==> src/pma_pkg.sv <==
/*
 * Shared package of the PMA unit: region count, debug window bounds,
 * default and debug attributes, transaction, response and fault types
 */

`default_nettype none

package pma_pkg;

  //////////////////////////////////////////////////////////////
  // Sizes and address bounds
  //////////////////////////////////////////////////////////////

  // Number of entries in the region table
  localparam int unsigned PMA_NUM_REGIONS = 4;
  // Width of a region index
  localparam int unsigned PMA_IDX_W = $clog2(PMA_NUM_REGIONS);

  // Debug module window, byte addresses, end is exclusive
  localparam logic [31:0] DM_REGION_START = 32'h1A11_0000;
  localparam logic [31:0] DM_REGION_END   = 32'h1A11_1000;

  //////////////////////////////////////////////////////////////
  // Types
  //////////////////////////////////////////////////////////////

  // One region entry, bounds are word addresses
  typedef struct packed {
    logic [31:0] word_addr_low;   // Inclusive
    logic [31:0] word_addr_high;  // Exclusive
    logic        main;
    logic        bufferable;
    logic        cacheable;
    logic        integrity;
  } pma_cfg_t;

  // Access kind of a transaction
  typedef enum logic [1:0] {
    ACC_FETCH = 2'd0,
    ACC_LOAD  = 2'd1,
    ACC_STORE = 2'd2
  } access_kind_e;

  // Transaction presented to the checker
  typedef struct packed {
    logic [31:0]  addr;        // Byte address
    access_kind_e kind;
    logic         misaligned;  // Part of a misaligned access
    logic         pushpop;     // Part of a push or pop sequence
    logic         debug_mode;
  } pma_trans_t;

  // Response of the checker
  typedef struct packed {
    logic err;
    logic integrity;
    logic bufferable;
    logic cacheable;
  } pma_resp_t;

  // Fault report toward the capture register
  typedef struct packed {
    logic        valid;
    logic [31:0] addr;
  } pma_fault_t;

  //////////////////////////////////////////////////////////////
  // Fixed attribute sets
  //////////////////////////////////////////////////////////////

  // No region hit, treat as I/O
  localparam pma_cfg_t PMA_R_DEFAULT = '0;

  // Debug module window in debug mode, bounds not used
  localparam pma_cfg_t PMA_DBG = '{word_addr_low  : 32'h0,
                                   word_addr_high : 32'h0,
                                   main           : 1'b1,
                                   bufferable     : 1'b0,
                                   cacheable      : 1'b0,
                                   integrity      : 1'b0};

endpackage

`default_nettype wire
==> src/pma_unit_top.sv <==
/*
 * PMA unit top: configuration block and checker
 */

`timescale 1ns/100ps
`default_nettype none

module pma_unit_top import pma_pkg::*; (
  input  wire                  clk,
  input  wire                  reset_i,

  // Table write port
  input  wire                  cfg_we_i,
  input  wire [PMA_IDX_W-1:0]  cfg_idx_i,
  input  wire pma_cfg_t        cfg_data_i,
  input  wire                  fault_clr_i,

  // Transaction strobe
  input  wire                  trans_valid_i,
  input  wire pma_trans_t      trans_i,

  // Response and captured fault
  output logic                 resp_valid_o,
  output pma_resp_t            resp_o,
  output logic                 fault_valid_o,
  output logic [31:0]          fault_addr_o
);

  // Registered table, config block to checker
  pma_cfg_t [PMA_NUM_REGIONS-1:0] region_tbl;
  // Fault report, checker to config block
  pma_fault_t                     fault;

  //////////////////////////////////////////////////////////////
  // Configuration block
  //////////////////////////////////////////////////////////////

  pma_region_regs u_regs (
    .clk           (clk),
    .reset_i       (reset_i),
    .cfg_we_i      (cfg_we_i),
    .cfg_idx_i     (cfg_idx_i),
    .cfg_data_i    (cfg_data_i),
    .fault_clr_i   (fault_clr_i),
    .fault_i       (fault),
    .region_tbl_o  (region_tbl),
    .fault_valid_o (fault_valid_o),
    .fault_addr_o  (fault_addr_o)
  );

  //////////////////////////////////////////////////////////////
  // Checker
  //////////////////////////////////////////////////////////////

  pma_checker u_checker (
    .clk           (clk),
    .reset_i       (reset_i),
    .trans_valid_i (trans_valid_i),
    .trans_i       (trans_i),
    .region_tbl_i  (region_tbl),
    .resp_valid_o  (resp_valid_o),
    .resp_o        (resp_o),
    .fault_o       (fault)
  );

endmodule

`default_nettype wire

==> src/pma_checker.sv <==
/*
 * PMA checker: region match, debug window override,
 * error and attribute rules, one-cycle response register
 */

`timescale 1ns/100ps
`default_nettype none

module pma_checker import pma_pkg::*; (
  input  wire                                  clk,
  input  wire                                  reset_i,

  // Transaction strobe
  input  wire                                  trans_valid_i,
  input  wire pma_trans_t                      trans_i,

  // Region table from the configuration block
  input  wire pma_cfg_t [PMA_NUM_REGIONS-1:0]  region_tbl_i,

  // Response, one cycle after the strobe
  output logic                                 resp_valid_o,
  output pma_resp_t                            resp_o,

  // Fault report, same cycle as an erroring response
  output pma_fault_t                           fault_o
);

  //////////////////////////////////////////////////////////////
  // Region selection
  //////////////////////////////////////////////////////////////

  logic [31:0] word_addr;
  pma_cfg_t    region_cfg;
  pma_cfg_t    sel_cfg;
  logic        dbg_hit;

  // Table bounds are word addresses
  assign word_addr = {2'b00, trans_i.addr[31:2]};

  // Highest index searched first, first hit is kept
  // Default attributes when nothing matches
  always_comb begin : region_select
    logic hit;
    hit        = 1'b0;
    region_cfg = PMA_R_DEFAULT;
    for (int i = PMA_NUM_REGIONS - 1; i >= 0; i--) begin
      if (!hit &&
          (word_addr >= region_tbl_i[i].word_addr_low) &&
          (word_addr <  region_tbl_i[i].word_addr_high)) begin
        region_cfg = region_tbl_i[i];
        hit        = 1'b1;
      end
    end
  end

  //////////////////////////////////////////////////////////////
  // Debug override
  //////////////////////////////////////////////////////////////

  // Window test on the byte address, end exclusive
  assign dbg_hit = trans_i.debug_mode &&
                   (trans_i.addr >= DM_REGION_START) &&
                   (trans_i.addr <  DM_REGION_END);

  // Debug attributes replace whatever the table gave
  assign sel_cfg = dbg_hit ? PMA_DBG : region_cfg;

  //////////////////////////////////////////////////////////////
  // Error and attribute rules
  //////////////////////////////////////////////////////////////

  pma_resp_t resp_d;
  logic      is_fetch;
  logic      is_load;

  assign is_fetch = (trans_i.kind == ACC_FETCH);
  assign is_load  = (trans_i.kind == ACC_LOAD);

  always_comb begin
    resp_d = '0;

    // Fetch, misaligned and push/pop all need main memory
    if (!sel_cfg.main) begin
      if (is_fetch || trans_i.misaligned || trans_i.pushpop) begin
        resp_d.err = 1'b1;
      end
    end

    // Integrity and cacheable straight from the entry
    resp_d.integrity = sel_cfg.integrity;
    resp_d.cacheable = sel_cfg.cacheable;

    // Fetches and loads never bufferable
    resp_d.bufferable = sel_cfg.bufferable && !is_fetch && !is_load;
  end

  //////////////////////////////////////////////////////////////
  // Response register
  //////////////////////////////////////////////////////////////

  logic        resp_valid_q;
  pma_resp_t   resp_q;
  logic        fault_valid_q;
  logic [31:0] fault_addr_q;

  // Control bits, cleared by reset
  always_ff @(posedge clk) begin
    if (reset_i) begin
      resp_valid_q  <= 1'b0;
      fault_valid_q <= 1'b0;
    end else begin
      resp_valid_q  <= trans_valid_i;
      fault_valid_q <= trans_valid_i && resp_d.err;
    end
  end

  // Payload, loaded with each strobe
  always_ff @(posedge clk) begin
    if (trans_valid_i) begin
      resp_q       <= resp_d;
      fault_addr_q <= trans_i.addr;
    end
  end

  assign resp_valid_o  = resp_valid_q;
  assign resp_o        = resp_q;
  assign fault_o.valid = fault_valid_q;
  assign fault_o.addr  = fault_addr_q;

endmodule

`default_nettype wire

==> src/pma_region_regs.sv <==
/*
 * Region table registers with single-entry write port,
 * and the sticky first-fault address capture
 */

`timescale 1ns/100ps
`default_nettype none

module pma_region_regs import pma_pkg::*; (
  input  wire                                  clk,
  input  wire                                  reset_i,

  // Table write port
  input  wire                                  cfg_we_i,
  input  wire [PMA_IDX_W-1:0]                  cfg_idx_i,
  input  wire pma_cfg_t                        cfg_data_i,

  // Fault capture
  input  wire                                  fault_clr_i,
  input  wire pma_fault_t                      fault_i,

  // Table toward the checker
  output pma_cfg_t [PMA_NUM_REGIONS-1:0]       region_tbl_o,

  // Captured fault toward software
  output logic                                 fault_valid_o,
  output logic [31:0]                          fault_addr_o
);

  //////////////////////////////////////////////////////////////
  // Region table
  //////////////////////////////////////////////////////////////

  // Whole table, one packed entry per region
  pma_cfg_t [PMA_NUM_REGIONS-1:0] region_tbl_q;

  // Reset leaves every entry as a zero range
  // Low equal to high, so no entry can match
  // One entry written per strobe, others keep their value
  always_ff @(posedge clk) begin
    if (reset_i) begin
      region_tbl_q <= '0;
    end else if (cfg_we_i) begin
      region_tbl_q[cfg_idx_i] <= cfg_data_i;
    end
  end

  // Checker sees the registered table
  // A write at edge k applies to strobes from cycle k+1 on
  assign region_tbl_o = region_tbl_q;

  //////////////////////////////////////////////////////////////
  // First-fault capture
  //////////////////////////////////////////////////////////////

  logic        fault_valid_q;
  logic [31:0] fault_addr_q;
  logic        fault_load;

  // Load only while nothing is held
  // A clear in the same cycle takes priority
  assign fault_load = fault_i.valid && !fault_valid_q && !fault_clr_i;

  // Sticky valid flag
  always_ff @(posedge clk) begin
    if (reset_i) begin
      fault_valid_q <= 1'b0;
    end else if (fault_clr_i) begin
      fault_valid_q <= 1'b0;
    end else if (fault_load) begin
      fault_valid_q <= 1'b1;
    end
  end

  // Captured address
  // Zero from reset until the first fault
  // Left as is on a clear, only the flag is dropped
  always_ff @(posedge clk) begin
    if (reset_i) begin
      fault_addr_q <= 32'h0;
    end else if (fault_load) begin
      fault_addr_q <= fault_i.addr;
    end
  end

  // Fault outputs, one cycle after the faulting response
  assign fault_valid_o = fault_valid_q;
  assign fault_addr_o  = fault_addr_q;

endmodule

`default_nettype wire

==> config.mk <==
export PLATFORM = sky130hd
export DESIGN_NAME = pma_unit_top
export DESIGN_NICKNAME = d
export VERILOG_FILES = /design/src/pma_pkg.sv /design/src/pma_unit_top.sv /design/src/pma_checker.sv /design/src/pma_region_regs.sv
export SDC_FILE = /design/constraint.sdc
export NUM_CORES = 1
export LEC_CHECK = 0
export BUFFER_PORTS_ARGS = -buffer_cell sky130_fd_sc_hd__buf_2
export CELL_PAD_IN_SITES_DETAIL_PLACEMENT = 1
export CELL_PAD_IN_SITES_GLOBAL_PLACEMENT = 1
export CORE_UTILIZATION = 45
export CTS_CLUSTER_SIZE = 24
export DETAILED_ROUTE_END_ITERATION = 10
export PLACE_DENSITY_LB_ADDON = 0.1
export SYNTH_ARGS = -nofsm -noshare
export SYNTH_HDL_FRONTEND = slang
export SYNTH_SLANG_ARGS = --single-unit
export TNS_END_PERCENT = 5
==> constraint.sdc <==
create_clock -name clk -period 3.2 [get_ports clk]
set_input_delay 0.16 -clock clk [delete_from_list [all_inputs] [get_ports clk]]
set_output_delay 0.16 -clock clk [all_outputs]
set_load 0.02 [all_outputs]
==> results by group <==
Die
  – Chip Height: 201 µm
  – Die area: 0.0404 mm²
  – Area of the core: 0.0388 mm²
  – I/O Pins: 150
  – Die width: 201 µm
  – Rows: 72
  – Initial Util: 0.458

Clock network
  – TritonCTS clock tree: yes
  – Clock transition at path regs: 60 ps
  – Postcts setup bufs: 0
  – Clock sinks: about 340
  – CTS buffer count: 40
  – H-tree depth: 2
  – CTS max path bufs: 3
  – Root Driver: clkbuf_16
  – Clk Latency, worst-skew pair: around 570 ps

Drt
  – Routed via count: 16700
  – DR WL/cell: roughly 20 µm
  – Iter 0 DRT Violations: 940
  – Final ANT Viol Nets: 0
  – Drt total wl: 61600 µm
  – DRC: 0
  – DR vias/cell: 5.53
  – First-pass DRT Iterations: 5

Timing
  – Unrepaired setup endpoints after global routing: false
  – Final min period: 3100 ps
  – Hold Violations, Final: 0
  – Slew headroom: 0.182
  – Setup TNS: 0 ps
  – Slew @ Worst Pin: 1230 ps
  – Fmax: 323 MHz
  – Endpoints failing setup: 0
  – Slew Viols, Final: 0
  – Period utilisation layout: 0.968
  – Clk_skew: 19.6 ps

Pwr
  – Pwr/cell area: 499 mW/mm²
  – Peak VDD IR: 0.371 mV
  – Static Leak: 8.19 nW
  – Final Power: 10.7 mW

Synthesis
  – Number of nets produced by synthesis: 2606
  – EDFF count, synth: 36
  – Mapped Avg Cell Area: slightly below 8 µm²
  – Syn Inst Count: 2258
  – Fraction of registers with async set or reset after synthesis: 0
  – Top_reg_cell synth: dfxtp_1
  – Seq cells post-synth: 343
  – Seq/Total Area, Yosys: 0.406
  – Yosys warning count: 0
  – Mapped Area: around 0.018 mm²
  – Post-synth cell types: 64

Worst setup path
  – CP Class: in -> reg
  – Startpoint Class: input port
  – CP arrival: 3580 ps
  – Worst-path maximum fanout: 5
  – CP Data Required Time: approximately 3700 ps
  – Crit path capture type: register

Global routing
  – Gr usage total: 0.305
  – First-pass GRT wire length: 96300 µm
  – Largest net degree at the start of global routing: 126
  – Vias in the first global route: 17600
  – Initial antenna violation count: 1
  – Total gr overflow: 0

Placement
  – Port Buffers: 149
  – Gpl congestion: 0.847
  – DP HPWL: 42800 µm

Cells and area
  – Ratio of cells with drive above 1 in the final layout: 0.114
  – Nets: 2830
  – Final Util: 0.552
  – Most common cell after layout, fill and taps aside: nand2_1
  – Area growth syn-to-layout: 20.3%
  – Most frequent cells in the layout: 658 x nand2_1, 383 x a21oi_1, 307 x dfxtp_1
  – Filler instances: 4765

Run
  – Max Cap Viol: 0

Outcome
  – Status: complete, no violations

Hold path
  – Worst hold path type: in -> reg
worst max-delay path, stage by stage:
cell and delay (ps):
dlygate4sd3_1 530, buf_2 190, inv_1 100, ha_1 290, or3b_1 380, o211ai_1 90
a2111oi_0 150, buf_4 160, o31ai_1 450, and3_2 360, or2_2 140, o221ai_1 150
buf_4 200, o32ai_2 230
cell type report:
| class | instances | area [µm²] | share of cell area |
|---|---|---|---|
| inverter | 243 | 912 | 0.0426 |
| sequential | 343 | 7230 | 0.337 |
| clock inverter | 13 | 123 | 0.00572 |
| timing repair buffer | 284 | 2030 | 0.0948 |
| clock buffer | 55 | 1150 | 0.0536 |
| tap | 518 | 648 | 0.0303 |
| multi-input combinational | 1570 | 9330 | 0.435 |
| antenna | 2 | 5.00 | 0.000234 |
path summary, 6_finish.rpt:
path | from | cells after the start | slack, ps | to
hold reg to reg | u_regs.fault_addr_o[21] | 2 | 450 | u_regs.fault_addr_o[21]
setup reg to reg | u_regs.region_tbl_o[101] | 11 | 170 | u_checker.fault_valid_q
hold / removal | trans_i[13] | 1 | 60 | u_checker.fault_addr_q[8]
setup / recovery | trans_i[7] | 14 | 100 | u_checker.fault_valid_q
per-stage QoR:
step	instance area, µm²	hold WS (ps)	worst slack [ps]	cells
finish	21400	55.3	104	3028
floorplan	17800	239	494	2258
detailed placement	19300	348	74.3	2873
CTS	21400	11.4	51.9	3026
global placement	19300	339	114	2873
global route	21400	16.9	9.55	3028
report_power, final:
| part | internal (mW) | switching, mW | leakage, nW | total (mW) |
|---|---|---|---|---|
| sequential | 4.52 | 0.0837 | 2.85 | 4.60 |
| clock | 2.66 | 1.88 | 0.636 | 4.54 |
| combinational | 0.584 | 0.975 | 4.71 | 1.56 |
routing by layer:
layer	vias up	track usage	wire (µm)
met5	-	0	0
met4	0	0.0902	1630
met3	111	0.0456	2780
met2	374	0.523	29300
met1	8258	0.394	27900
li1	8002	-	-
Yosys cell counts, drive strengths merged (5+ instances only):
master   count  area share
and3         5      0.0019
inv        243       0.051
o211ai      11      0.0046
nand2      659        0.14
a21oi      383        0.11
buf         10      0.0021
nand4       28      0.0098
a2111oi      6      0.0030
nor2b        9      0.0032
ha         236        0.17
clkbuf      92       0.019
edfxtp      36       0.061
dfxtp      307        0.35
nor4         8      0.0037
o21ai       50       0.014
nand3       15      0.0042
a31oi        5      0.0026
nor2        35      0.0074
nor3        13      0.0037
a211oi      17      0.0075
a21o        23      0.0097
logic make-up after synthesis:
group | share of synthesized area
compound gates | 0.169
fa+ha+maj | 0.166
buf+inv | 0.0727
flops | 0.406
simple gates | 0.186
state kept, by name, summed over array words and instances (netlist names):
name                     cells
u_checker.fault_addr_q      32
u_checker.fault_valid_q      1
u_checker.resp_o             4
u_checker.resp_valid_o       1
u_regs.fault_addr_o         32
u_regs.fault_valid_o         1
u_regs.region_tbl_o        272
what timing repair did:
item,in CTS,in global routing
resized for setup,0,7
hold buffers,85,0
endpoints found under the setup margin,0,2
hold endpoints to repair,289,0
(Power assumes the default switching activity.)
